[src/include/reset_seq_cfg.svh]
// Divider, holdoff and debounce settings of the reset sequencer.
`ifndef RESET_SEQ_CFG_SVH
`define RESET_SEQ_CFG_SVH

// Sysclk cycles per medium tick (board value is 64).
`define MED_DIV 4

// Sysclk cycles per slow tick (board value is 4096).
`define SLOW_DIV 16

// Sysclk cycles per CPU step tick.
`define CPU_DIV 4

// Sysclk cycles of memory reset holdoff.
`define HOLDOFF_CYCLES 4

// Consecutive high samples for a press, at most 10.
`define DEBOUNCE_DEPTH 4

`endif

[src/design/board_types_pkg.sv]
// Vector types for tick counters, the holdoff counter and button samples.

package board_types_pkg;

   // ------------------------------------------------------------
   // Divider counters. Widths are the maximum needed on the board.
   // ------------------------------------------------------------
   typedef logic [5:0]  med_cnt_t;
   typedef logic [11:0] slow_cnt_t;

   // Memory reset holdoff after the clock manager releases reset.
   typedef logic [3:0]  holdoff_cnt_t;

   // Button samples, newest in bit 0.
   typedef logic [9:0]  press_hist_t;

endpackage : board_types_pkg

[src/design/seq_states_pkg.sv]
// State encodings of the system and CPU reset sequencers.

package seq_states_pkg;

   // ------------------------------------------------------------
   // System side. Memory reset, calibration, then boot request.
   // ------------------------------------------------------------
   typedef enum logic [2:0] {
      s_init,
      s_mem_reset,
      s_settle,
      s_calib_wait,
      s_boot_req,
      s_run_wait,
      s_idle
   } sys_state_t;

   // ------------------------------------------------------------
   // CPU side. Reset, boot strobe, then run.
   // ------------------------------------------------------------
   typedef enum logic [2:0] {
      c_init,
      c_reset1,
      c_reset2,
      c_boot,
      c_wait,
      c_idle
   } cpu_state_t;

endpackage : seq_states_pkg

[src/design/seq_link_if.sv]
// Request and status link between the system and CPU sequencers.
`timescale 1ns/10ps

interface seq_link_if;

   logic boot_req;
   logic sys_in_reset;
   logic cpu_in_reset;
   logic cpu_running;

   modport sys_side (
      output boot_req,
      output sys_in_reset,
      input  cpu_in_reset,
      input  cpu_running
   );

   modport cpu_side (
      input  boot_req,
      input  sys_in_reset,
      output cpu_in_reset,
      output cpu_running
   );

endinterface : seq_link_if

[src/design/board_reset_top.sv]
// Board reset sequencer top level with timer, debouncer and both FSMs.
`timescale 1ns/10ps

module board_reset_top (
   input  logic sysclk,
   input  logic dcm_reset,
   input  logic button_r,
   input  logic lpddr_calib_done,
   output logic lpddr_reset,
   output logic cpu_reset,
   output logic boot
);

   logic med_tick;
   logic slow_tick;
   logic cpu_tick;
   logic press;

   seq_link_if link ();

   tick_timer u_tick_timer (
      .sysclk    (sysclk),
      .dcm_reset (dcm_reset),
      .med_tick  (med_tick),
      .slow_tick (slow_tick),
      .cpu_tick  (cpu_tick)
   );

   button_debounce u_button_debounce (
      .sysclk    (sysclk),
      .dcm_reset (dcm_reset),
      .slow_tick (slow_tick),
      .button_r  (button_r),
      .press     (press)
   );

   sys_reset_seq u_sys_reset_seq (
      .sysclk           (sysclk),
      .dcm_reset        (dcm_reset),
      .med_tick         (med_tick),
      .press            (press),
      .lpddr_calib_done (lpddr_calib_done),
      .link             (link.sys_side),
      .lpddr_reset      (lpddr_reset)
   );

   cpu_boot_seq u_cpu_boot_seq (
      .sysclk    (sysclk),
      .dcm_reset (dcm_reset),
      .cpu_tick  (cpu_tick),
      .link      (link.cpu_side),
      .boot      (boot)
   );

   // Processor held in reset by either side.
   assign cpu_reset = link.sys_in_reset | link.cpu_in_reset;

endmodule : board_reset_top

[src/design/button_debounce.sv]
// Slow-tick sampler and single press pulse for the reset button.
`timescale 1ns/10ps
`include "reset_seq_cfg.svh"

module button_debounce
   import board_types_pkg::*;
(
   input  logic sysclk,
   input  logic dcm_reset,
   input  logic slow_tick,
   input  logic button_r,
   output logic press
);

   press_hist_t hist;
   logic        detected;
   logic        detected_q;

   // Stable press once the newest samples are all high.
   assign detected = &hist[`DEBOUNCE_DEPTH-1:0];

   always_ff @(posedge sysclk or posedge dcm_reset) begin
      if (dcm_reset) begin
         hist       <= '0;
         detected_q <= 1'b0;
      end else if (slow_tick) begin
         hist       <= {hist[8:0], button_r};
         detected_q <= detected;
      end
   end

   // ------------------------------------------------------------
   // One pulse on the slow tick where the detection first shows.
   // A held button keeps detected high and gives no more pulses.
   // ------------------------------------------------------------
   assign press = slow_tick & detected & ~detected_q;

endmodule : button_debounce

[src/design/cpu_boot_seq.sv]
// CPU-side reset FSM driving the processor reset and boot strobe.
`timescale 1ns/10ps

module cpu_boot_seq
   import seq_states_pkg::*;
(
   input  logic sysclk,
   input  logic dcm_reset,
   input  logic cpu_tick,
   seq_link_if.cpu_side link,
   output logic boot
);

   cpu_state_t state;
   cpu_state_t state_next;
   logic       sys_ready;

   // System side has dropped its request and left reset.
   assign sys_ready = ~link.boot_req & ~link.sys_in_reset;

   always_comb begin
      state_next = state;
      case (state)
         c_init, c_idle: begin
            if (link.boot_req)
               state_next = c_reset1;
         end
         c_reset1: state_next = c_reset2;
         c_reset2: state_next = c_boot;
         c_boot:   state_next = c_wait;
         c_wait: begin
            if (sys_ready)
               state_next = c_idle;
         end
         default:  state_next = c_init;
      endcase
   end

   always_ff @(posedge sysclk or posedge dcm_reset) begin
      if (dcm_reset) begin
         state <= c_init;
      end else if (cpu_tick) begin
         state <= state_next;
      end
   end

   // ------------------------------------------------------------
   // Outputs. Boot spans c_reset2 and c_boot for two CPU ticks.
   // ------------------------------------------------------------
   assign link.cpu_in_reset = (state inside {c_init, c_reset1, c_reset2});
   assign link.cpu_running  = (state == c_idle);
   assign boot              = (state inside {c_reset2, c_boot});

   // No boot strobe while the system side holds the board in reset.
   a_no_boot_in_sys_reset : assert property (
      @(posedge sysclk) disable iff (dcm_reset)
      link.sys_in_reset |-> !boot
   );

endmodule : cpu_boot_seq

[src/design/sys_reset_seq.sv]
// System-side reset FSM with the memory reset holdoff counter.
`timescale 1ns/10ps
`include "reset_seq_cfg.svh"

module sys_reset_seq
   import board_types_pkg::*;
   import seq_states_pkg::*;
(
   input  logic sysclk,
   input  logic dcm_reset,
   input  logic med_tick,
   input  logic press,
   input  logic lpddr_calib_done,
   seq_link_if.sys_side link,
   output logic lpddr_reset
);

   sys_state_t   state;
   sys_state_t   state_next;
   holdoff_cnt_t holdoff_cnt;
   logic         holdoff_done;
   logic         pending;
   logic         consume;

   // ------------------------------------------------------------
   // Holdoff counts once after dcm_reset. Presses do not restart it.
   // ------------------------------------------------------------
   assign holdoff_done = (holdoff_cnt == holdoff_cnt_t'(`HOLDOFF_CYCLES));

   always_ff @(posedge sysclk or posedge dcm_reset) begin
      if (dcm_reset) begin
         holdoff_cnt <= '0;
      end else if (!holdoff_done) begin
         holdoff_cnt <= holdoff_cnt + holdoff_cnt_t'(1);
      end
   end

   // Press is taken only where the CPU side is known to be running.
   assign consume = med_tick & pending &
                    ((state == s_run_wait && link.cpu_running) || state == s_idle);

   always_comb begin
      state_next = state;
      case (state)
         s_init:       state_next = s_mem_reset;
         s_mem_reset:  state_next = s_settle;
         s_settle:     state_next = s_calib_wait;
         s_calib_wait: begin
            if (lpddr_calib_done)
               state_next = s_boot_req;
         end
         s_boot_req: begin
            if (!link.cpu_running)
               state_next = s_run_wait;
         end
         s_run_wait: begin
            if (consume)
               state_next = s_mem_reset;
            else if (link.cpu_running)
               state_next = s_idle;
         end
         s_idle: begin
            if (consume)
               state_next = s_mem_reset;
         end
         default:      state_next = s_init;
      endcase
   end

   always_ff @(posedge sysclk or posedge dcm_reset) begin
      if (dcm_reset) begin
         state   <= s_init;
         pending <= 1'b0;
      end else begin
         pending <= (pending & ~consume) | press;
         if (med_tick)
            state <= state_next;
      end
   end

   assign link.boot_req     = (state == s_boot_req);
   assign link.sys_in_reset = (state inside {s_init, s_mem_reset, s_settle, s_calib_wait});
   assign lpddr_reset       = (state inside {s_init, s_mem_reset}) & holdoff_done;

   // Memory reset stays low until the holdoff after dcm_reset has passed.
   a_holdoff_quiet : assert property (
      @(posedge sysclk) disable iff (dcm_reset)
      lpddr_reset |-> !$past(dcm_reset, `HOLDOFF_CYCLES)
   );

endmodule : sys_reset_seq

[src/design/tick_timer.sv]
// Free-running dividers for the medium, slow and CPU step ticks.
`timescale 1ns/10ps
`include "reset_seq_cfg.svh"

module tick_timer
   import board_types_pkg::*;
(
   input  logic sysclk,
   input  logic dcm_reset,
   output logic med_tick,
   output logic slow_tick,
   output logic cpu_tick
);

   med_cnt_t  med_cnt;
   slow_cnt_t slow_cnt;
   med_cnt_t  cpu_cnt;

   // Each counter wraps at its divider and ticks on the wrap.
   assign med_tick  = (med_cnt == med_cnt_t'(`MED_DIV - 1));
   assign slow_tick = (slow_cnt == slow_cnt_t'(`SLOW_DIV - 1));
   assign cpu_tick  = (cpu_cnt == med_cnt_t'(`CPU_DIV - 1));

   always_ff @(posedge sysclk or posedge dcm_reset) begin
      if (dcm_reset) begin
         med_cnt  <= '0;
         slow_cnt <= '0;
         cpu_cnt  <= '0;
      end else begin
         med_cnt  <= med_tick ? '0 : med_cnt + med_cnt_t'(1);
         slow_cnt <= slow_tick ? '0 : slow_cnt + slow_cnt_t'(1);
         cpu_cnt  <= cpu_tick ? '0 : cpu_cnt + med_cnt_t'(1);
      end
   end

   // The system FSM relies on med_tick being a single-cycle strobe.
   a_med_tick_single : assert property (
      @(posedge sysclk) disable iff (dcm_reset)
      med_tick |=> !med_tick
   );

endmodule : tick_timer

[config.mk]
export PLATFORM = sky130hd
export DESIGN_NAME = board_reset_top
export DESIGN_NICKNAME = d
export VERILOG_FILES = /design/src/design/board_types_pkg.sv /design/src/design/seq_states_pkg.sv /design/src/design/seq_link_if.sv /design/src/design/board_reset_top.sv /design/src/design/button_debounce.sv /design/src/design/cpu_boot_seq.sv /design/src/design/sys_reset_seq.sv /design/src/design/tick_timer.sv
export VERILOG_INCLUDE_DIRS = /design/src /design/src/include
export SDC_FILE = /design/constraint.sdc
export NUM_CORES = 1
export LEC_CHECK = 0
export ABC_AREA = 0
export BUFFER_PORTS_ARGS = -buffer_cell sky130_fd_sc_hd__buf_2
export CORE_MARGIN = 4
export CORE_UTILIZATION = 50
export CTS_CLUSTER_SIZE = 16
export DETAILED_ROUTE_END_ITERATION = 8
export PLACE_DENSITY = 0.67
export SLEW_MARGIN = 20
export SYNTH_ARGS = -nofsm -noshare
export SYNTH_HDL_FRONTEND = slang
export SYNTH_SLANG_ARGS = --single-unit
[constraint.sdc]
create_clock -name sysclk -period 1.4 [get_ports sysclk]
set_input_delay 0.35 -clock sysclk [delete_from_list [all_inputs] [get_ports sysclk]]
set_output_delay 0.35 -clock sysclk [all_outputs]
set_load 0.005 [all_outputs]
==> flow_summary.yaml, run 1 <==
status:
  run_status: "finished, violations left"
  violations: "negative setup slack"
power_and_ir_drop:
  ir_drop_mv: 0.748
  sequentialPowerShare_pct: 44.4
  power_frac_clock_pct: 29.5
  comb_power_share_pct: 26.1
  power_density_nw_per_um2: 1270
  switchingPower_w: 0.000892
  swShare_pct: 28.7
  leakage_nw: 1.15
  power_w: 0.00311
  internal_power_w: 0.00222
worst_setup_path:
  cp_num_buf_inv: 2
  worstPathRequired_ns: 1.05
  start_kind: "register"
  worst_setup_path_end_kind: "output pin"
  arrival_ns: 1.25
  crit_fanout: 2
  r2r-start: "u_cpu_boot_seq.state[1]$_DFFE_PP0P_"
  cp-startpoint: "u_sys_reset_seq.holdoff_cnt[1]$_DFFE_PP0N_"
  cp_slowest_cell: "dfrtp_1"
  critical-path-top-delay-family: "flip-flops"
  cpPeakStageDelay_ns: 0.40
  crit_type: "register to output pin"
  path_cells: "inv_2 > ha_4 > nand3b_1 > nor3_1 > buf_2"
clock_tree:
  ctsHoldBuffers: 0
  clk_latency_ns: 0.29
  h-tree-depth: 2
  clockBufferDepth: 2
  cts_tree: "yes"
  clk_pin_slew_ns: 0.07
  cts_num_sinks: 40
  root_buffer: "clkbuf_8"
  numCtsBuffers: 5
synthesis:
  async_flop_share_pct: 100
  netlist_area_um2: 1910
  syn_area_per_cell_um2: 10.5
  synthFlopType: "dfrtp_1"
  ys_types: 38
  synthesis.nets: 191
  synth-seq-cells: 40
  ys_warn_count: 0
  ys_seq_area_share_pct: 52.4
  synth_edf_count: 0
  synthCells: 182
die:
  die_area_um2: 4880
  ios: 7
  rows: 22
  die_width_um: 69.8
  fp.dieH_um: 69.8
  start_util_pct: 51.8
  core_area_um2: 3690
routing:
  postRouteWirelength_um: 3600
  firstDrtPassIters: 4
  drtAntennaViolNets: 0
  drc: 0
  vias: 1415
  wl_per_cell_um: 13.1
  drt_iter0_markers: 81
  via_per_inst: 5.15
global_route:
  grt_util_all_layers_pct: 16.2
  grt_pass1_wl_um: 6350
  gr-total-overflow: 0
  grt_max_degree: 41
  antenna_found_initial: 0
  grt_pass1_vias: 1435
placement:
  dp.cells: 251
  place.port_buffers: 6
  dpl_cell_area_um2: 2130
  place_congestion: 0.753
  dp_hpwl_um: 2460
final_layout:
  final_cells: 275
  area_growth_pct: 28.5
  num-nets-final: 235
  final_layout_size_suffix_gt1_share_pct: 32.2
  finalInstanceArea_um2: 2460
  fillers: 308
  diodes: 0
timing:
  rsz0062_at_grt: "true"
  slew_viol_final: 0
  worst_slew_pin_slew_ns: 0.327
  relSlewSlack_pct: 78.1
  min_period_ns: 1.60
  setup-violations-final: 2
  fin_skew_ns: 0.00345
  final.period_utilization_pct: 114
  layout_setup_ws_ns: -0.201
  max_freq_mhz: 624
  final-hold-violation-count: 0
hold_path:
  hold_class: "primary input to asynchronous set/reset pin"
job:
  maxCapViolCount: 0
==> through the flow <==
step                      setup WS [ns]  hold slack (ns)  utilization [%]  setup TNS, ns
final                            -0.201            0.104             66.6         -0.214
after global routing             -0.284            0.117             66.6         -0.395
after CTS                        -0.279            0.105             63.5         -0.298
after detailed placement       -0.00959            0.418             57.7       -0.00959
after global placement           0.0533            0.416             57.7              0
after floorplan                  0.0293            0.439                -              0
==> synthesized netlist by cell type (3+ instances only) <==
cell type	count	area [um2]
nand4_1	4	25.0
o21ai_0	5	25.0
inv_1	5	18.8
ha_1	5	62.6
nor2b_1	3	18.8
nor3_1	3	15.0
a21oi_1	6	30.0
nor2_1	13	48.8
and2_1	3	18.8
a21o_1	3	22.5
nand3_1	14	70.1
nand2b_1	4	25.0
xor2_1	3	26.3
nand2_1	19	71.3
buf_4	3	22.5
and3_1	5	31.3
dfrtp_1	40	1000
xnor2_1	16	140
==> flip-flops by register name, indices dropped and copies added, names as in the netlist <==
name and count:
u_cpu_boot_seq.state 3, u_sys_reset_seq.pending 1, u_tick_timer.slow_cnt 12, u_tick_timer.cpu_cnt 6, u_sys_reset_seq.holdoff_cnt 4, u_button_debounce.hist 4
u_button_debounce.detected_q 1, u_sys_reset_seq.state 3, u_tick_timer.med_cnt 6
==> worst reg2reg max path, stage by stage (launching register included) <==
cell and delay [ns]:
dfrtp_2 0.45, buf_4 0.15, nand3b_1 0.18, nor2b_1 0.17
o211ai_1 0.12, a21o_1 0.19
==> worst paths after layout <==
kind / end / slack, ns / cells after the start
min in group sysclk: u_button_debounce.hist[0]$_DFFE_PP0N_ / 0.26 / 3
worst max-delay path: lpddr_reset / -0.20 / 5
worst min register to register: u_tick_timer.cpu_cnt[5]$_DFF_PP0_ / 0.48 / 1
max in group asynchronous: u_cpu_boot_seq.state[0]$_DFFE_PP0P_ / 1.09 / 3
worst min-delay path: u_sys_reset_seq.holdoff_cnt[3]$_DFFE_PP0N_ / 0.10 / 3
worst max register to register: u_sys_reset_seq.pending$_DFF_PP0_ / 0.04 / 5
==> cells by family (layout without fill, tap and decap cells) <==
logic type                 Yosys count  in the layout  share of synthesized area [%]
and+or+nand+nor                     80             80                           22.5
DFF                                 40             40                           52.4
AOI/OAI and AO/OA                   27             27                           9.88
xor gates and xnor gates            19             19                           8.70
buffers and inverters               11             56                           3.27
adders and majority gates            5              5                           3.27
==> layer usage <==
metal	global-route usage, %	wire length [um]	vias to the layer above	share of wire [%]
li1	-	-	721	-
met1	19.9	1650	678	46
met2	27.6	1810	12	50
met3	4.78	94	4	2.6
met4	4.47	39	0	1.1
met5	0	0	-	0
==> layout make-up <==
class                      count  area [um2]  area share, %
sequential                    40        1000           40.9
multi-input combinational    131         931           37.9
timing repair buffer          43         334           13.6
clock buffer                   6        72.6           2.95
tap                           48        60.1           2.45
clock inverter                 2        35.0           1.43
inverter                       5        18.8          0.764
==> timing repair <==
action / CTS / global route
gates resized for setup: 9 / 17
endpoints found under the setup margin: 4 / 17
pin swaps: 2 / 9
hold endpoints to repair: 0 / 0
buffers inserted: 10 / 6
==> cell usage in the layout, fill, tap and decap left out, types with 4 or more instances in the layout <==
cell type and count:
dfrtp_1 37, buf_4 34, nand2_1 19, xnor2_1 16, nor2_1 13, nand3_1 13, a21oi_1 6, o21ai_0 5
clkbuf_8 5, buf_2 5, nand4_1 4
==> power groups by stage <==
stage	clock network, W	logic [W]	registers, W
after floorplan	0	0.000547	0.00131
after global placement	0	0.000573	0.00141
after detailed placement	0	0.000584	0.00142
after CTS	0.000952	0.000745	0.00137
after global routing	0.00100	0.000899	0.00140
final	0.000919	0.000812	0.00138
Power figures use the tool's default switching activity.
==> run 2: changes to the inputs <==
Settings changed: CORE_ASPECT_RATIO set to 0.7.
==> run 2 against run 1 <==
Against the previous run:
- the run still ends with negative setup slack left
- first-iteration DRC count is 12% lower
- sequential power hardly changed
- via count is 0.35% higher
- total power is 1.9% lower
- final area is 1.4% lower
- core utilization is 0.63 points higher
- highest routed layer unchanged
==> flow_summary.yaml, run 2 (synthesized netlist as in run 1, its figures left out) <==
status:
  run_status: "finished, violations left"
  violations: "negative setup slack"
clock_tree:
  cts_num_sinks: 40
  root_buffer: "clkbuf_8"
  cts_tree: "yes"
  clockBufferDepth: 2
  numCtsBuffers: 5
  clk_latency_ns: 0.28
  clk_pin_slew_ns: 0.08
  h-tree-depth: 2
power_and_ir_drop:
  leakage_nw: 1.12
  power_density_nw_per_um2: 1260
  ir_drop_mv: 0.853
placement:
  place_congestion: 0.770
  place.port_buffers: 6
  dp_hpwl_um: 2460
  preCtsSetupSlack_ns: -0.0188
  dpl_cell_area_um2: 2110
final_layout:
  top_register: "u_tick_timer.slow_cnt"
  final_cell_mix: "37 x dfrtp_1, 29 x buf_4, 19 x nand2_1, 16 x xnor2_1, 13 x nand3_1"
  largestRegisters: "u_tick_timer.slow_cnt: 12 flops, u_tick_timer.cpu_cnt: 6 flops, u_tick_timer.med_cnt: 6 flops"
  fillers: 271
  final_layout_size_suffix_gt1_share_pct: 33.9
  multi_input_area_um2: 963
  area_growth_pct: 26.7
  largest_register_ffs: 12
  num-nets-final: 229
  diodes: 0
  finalInstanceArea_um2: 2420
  post-route-util_pct: 67.2
  layout_commonest_cell: "dfrtp_1"
  ff_latch_area_um2: 1000
worst_setup_path:
  r2r_slack_ns: 0.03
  rr_endpoint: "u_cpu_boot_seq.state[1]$_DFFE_PP0P_"
  r2r-start: "u_tick_timer.cpu_cnt[1]$_DFF_PP0_"
  start_kind: "register"
  worst_setup_path_end_kind: "output pin"
  crit_fanout: 2
  r2r_cells: 5
  worstPathRequired_ns: 1.05
  arrival_ns: 1.24
  crit_type: "register to output pin"
timing:
  relSlewSlack_pct: 79.0
  final-hold-violation-count: 0
  max_freq_mhz: 629
  slew_viol_final: 0
  worst_slew_pin_slew_ns: 0.313
  min_period_ns: 1.59
  layout_setup_ws_ns: -0.190
  setup-tns-final_ns: -0.206
  fin_skew_ns: 0.00295
  setup-violations-final: 2
  final.period_utilization_pct: 114
  rsz0062_at_grt: "true"
die:
  die_width_um: 81.9
  start_util_pct: 53.1
  rows: 18
  core_area_um2: 3600
  fp.dieH_um: 59.7
  die_area_um2: 4890
  ios: 7
routing:
  vias: 1420
  firstDrtPassIters: 4
  wl_per_cell_um: 14.0
  postRouteWirelength_um: 3800
  drtAntennaViolNets: 0
  drt_iter0_markers: 71
  via_per_inst: 5.24
  drc: 0
global_route:
  grt_pass1_vias: 1454
  grt_pass1_wl_um: 6230
  antenna_found_initial: 0
  gr-total-overflow: 0
  grt_util_all_layers_pct: 16.9
  grt_max_degree: 41
hold_path:
  hold_class: "primary input to asynchronous set/reset pin"
job:
  maxCapViolCount: 0
run 2: timing repair:
item	in CTS	in global routing
pin swaps	1	5
endpoints found under the setup margin	4	17
hold buffers	0	0
resized for setup	8	24
cloned	0	0
setup buffers	9	4
run 2: power breakdown:
group	internal (W)	switching [W]
Sequential	0.00125	0.000116
Combinational	0.000487	0.000457
Clock	0.000347	0.000395
Total	0.00208	0.000968
run 2: how the worst max path moves through the flow:
stage                                          startpoint                               endpoint
2_1_floorplan          u_tick_timer.slow_cnt[0]$_DFF_PP0_  u_button_debounce.hist[0]$_DFFE_PP0N_
3_3_place_gp           u_tick_timer.slow_cnt[5]$_DFF_PP0_      u_sys_reset_seq.pending$_DFF_PP0_
3_5_place_dp   u_sys_reset_seq.holdoff_cnt[0]$_DFFE_PP0N_                            lpddr_reset
4_1_cts        u_sys_reset_seq.holdoff_cnt[0]$_DFFE_PP0N_                            lpddr_reset
5_1_grt        u_sys_reset_seq.holdoff_cnt[1]$_DFFE_PP0N_                            lpddr_reset
6_report       u_sys_reset_seq.holdoff_cnt[0]$_DFFE_PP0N_                            lpddr_reset
run 2: area by class of cell:
class | count | share of cell area, %
multi-input cells | 131 | 39.8
repair buffers | 37 | 11.8
well taps | 50 | 2.58
flip-flops and latches | 40 | 41.5
inverters | 5 | 0.775
clock buffers | 5 | 2.84
clock inverters | 3 | 0.775
run 2: metrics by stage:
stage	power [W]	instances	hold WS [ns]
after floorplan	0.00186	182	0.439
after global placement	0.00201	250	0.417
after detailed placement	0.00203	250	0.424
after CTS	0.00289	267	0.114
after global routing	0.00325	271	0.114
final	0.00305	271	0.101
run 2: metal layers:
metal  vias up  wire, um  GRT usage (%)
met5         -         0              0
met4         0        58           6.87
met3         6        89           4.07
met2        15      1850           26.9
met1       690      1800           22.2
li1        709         -              -
run 2: critical path, cell delays in order, from the launching register on:
cell and delay [ns]:
dfrtp_1 0.39, inv_2 0.09, ha_4 0.12, nand3b_1 0.09, nor3_1 0.13, buf_2 0.13
==> run 3: changes to the inputs <==
Settings changed: TNS_END_PERCENT set to 5.
==> run 3 against run 2 <==
Against the previous run:
- core utilization shrank 4.2 points
- the run still ends with negative setup slack left
- routed wire length decreased by 13%
- worst hold slack improved by 0.0011 ns
- flip-flop and latch count unchanged
- largest cell class unchanged
- clock power shrank 2%
- fmax grew 0.18%
==> flow_summary.yaml, run 3 (synthesized netlist as in run 1, its figures left out) <==
timing:
  setup-tns-final_ns: -0.247
  hold_slack_ns: 0.102
  setup-violations-final: 3
  rsz0062_at_grt: "true"
  relSlewSlack_pct: 76.8
  min_period_ns: 1.59
  worst_slew_pin_slew_ns: 0.345
  layout_setup_ws_ns: -0.187
  slew_viol_final: 0
  final.period_utilization_pct: 113
  max_freq_mhz: 630
  fin_skew_ns: 0.00273
  final-hold-violation-count: 0
die:
  rows: 18
  fp.dieH_um: 59.7
  start_util_pct: 53.1
  die_width_um: 81.9
  die_area_um2: 4890
  core_area_um2: 3600
  ios: 7
worst_setup_path:
  crit_type: "register to output pin"
  cpPeakStageDelay_ns: 0.39
  arrival_ns: 1.24
  critical-path-top-delay-family: "flip-flops"
  start_kind: "register"
  crit_fanout: 2
  worstPathRequired_ns: 1.05
  path_cells: "inv_2 > ha_4 > nand3b_1 > nor3_1 > buf_2"
  cp_num_buf_inv: 2
  worst_setup_path_end_kind: "output pin"
  cp_slowest_cell: "dfrtp_1"
clock_tree:
  numCtsBuffers: 5
  clk_pin_slew_ns: 0.08
  cts_num_sinks: 40
  h-tree-depth: 2
  clk_latency_ns: 0.28
  clockBufferDepth: 2
  root_buffer: "clkbuf_8"
  cts_tree: "yes"
routing:
  via_per_inst: 5.33
  drt_iter0_markers: 69
  wl_per_cell_um: 12.7
  vias: 1392
  drc: 0
  firstDrtPassIters: 4
  postRouteWirelength_um: 3320
  drtAntennaViolNets: 0
placement:
  preCtsSetupSlack_ns: -0.0188
  place.port_buffers: 6
  place_congestion: 0.770
  dp_hpwl_um: 2460
  dp.cells: 250
global_route:
  grt_util_all_layers_pct: 16.2
  grt_pass1_wl_um: 5990
  gr-total-overflow: 0
  grt_max_degree: 41
  antenna_found_initial: 0
  grt_pass1_vias: 1397
final_layout:
  final_cell_mix: "37 x dfrtp_1, 20 x buf_4, 19 x nand2_1, 16 x xnor2_1"
  layout_commonest_cell: "dfrtp_1"
  area_growth_pct: 18.8
  largest_register_ffs: 12
  final_cells: 261
  diodes: 0
  top_register: "u_tick_timer.slow_cnt"
  largestRegisters: "u_tick_timer.slow_cnt: 12 flops, u_tick_timer.cpu_cnt: 6 flops, u_tick_timer.med_cnt: 6 flops"
  num-nets-final: 219
  final_layout_size_suffix_gt1_share_pct: 26.1
status:
  violations: "negative setup slack"
  run_status: "finished, violations left"
power_and_ir_drop:
  leakage_nw: 1.04
  ir_drop_mv: 0.773
  power_density_nw_per_um2: 1230
job:
  maxCapViolCount: 0
hold_path:
  hold_class: "primary input to asynchronous set/reset pin"
==> run 3: changes by cell type in the layout (fill, tap and decap cells not counted), moves of 2 or more <==
cell	previous run	this run
nor4_4	2	0
o21ai_1	0	2
o21ai_0	5	3
buf_4	29	20
==> run 3: what timing repair did <==
| action | in CTS | in global routing |
|---|---|---|
| pin swaps | 2 | 4 |
| hold endpoints to repair | 0 | 0 |
| buffers inserted | 3 | 0 |
| endpoints found under the setup margin | 4 | 18 |
| resized for setup | 11 | 9 |
| hold buffers | 0 | 0 |
==> run 3: metrics by stage <==
step           total power [W]  util (%)  cell area, um2
2_1_floorplan          0.00186         -            1910
3_3_place_gp           0.00201      58.5            2110
3_5_place_dp           0.00203      58.5            2110
4_1_cts                0.00281      62.6            2250
5_1_grt                0.00301      63.1            2270
6_report               0.00280      63.1            2270
==> run 3: path summary, 6_finish.rpt <==
| kind | start | end | slack (ns) | cells after the start |
|---|---|---|---|---|
| worst max-delay path | u_sys_reset_seq.holdoff_cnt[0]$_DFFE_PP0N_ | lpddr_reset | -0.19 | 5 |
| worst min-delay path | dcm_reset | u_cpu_boot_seq.state[2]$_DFFE_PP0P_ | 0.10 | 3 |
| worst max register to register | u_tick_timer.cpu_cnt[0]$_DFF_PP0_ | u_cpu_boot_seq.state[1]$_DFFE_PP0P_ | -0.02 | 5 |
| worst min register to register | u_button_debounce.hist[3]$_DFFE_PP0N_ | u_button_debounce.hist[3]$_DFFE_PP0N_ | 0.48 | 2 |
| max in group asynchronous | dcm_reset | u_cpu_boot_seq.state[0]$_DFFE_PP0P_ | 1.10 | 3 |
| min in group sysclk | button_r | u_button_debounce.hist[0]$_DFFE_PP0N_ | 0.26 | 3 |
==> run 3: final cells by class <==
type / count / area (um2)
inverter: 5 / 18.8
timing repair buffer: 27 / 206
clock inverter: 3 / 18.8
sequential: 40 / 1000
fill: 287 / 1330
multi-input combinational: 131 / 892
tap: 50 / 62.6
clock buffer: 5 / 68.8
==> run 3: power by group <==
| part | switching [W] | internal, W | total [W] |
|---|---|---|---|
| clock network | 0.000380 | 0.000347 | 0.000727 |
| registers | 0.000151 | 0.00125 | 0.00140 |
| logic | 0.000315 | 0.000359 | 0.000675 |
==> run 3: tightest hold or removal path, delay by kind of cell <==
family                 cells  cell delay, ns
buffers and inverters      3            0.40
==> run 3: layer usage <==
| layer | part of all wire, % | wire length, um | GRT usage, % | vias up |
|---|---|---|---|---|
| met5 | 0 | 0 | 0 | - |
| met2 | 47 | 1560 | 25.8 | 22 |
| met4 | 1.0 | 34 | 5.69 | 0 |
| li1 | - | - | - | 693 |
| met1 | 48 | 1610 | 21.5 | 672 |
| met3 | 3.6 | 119 | 4.07 | 5 |
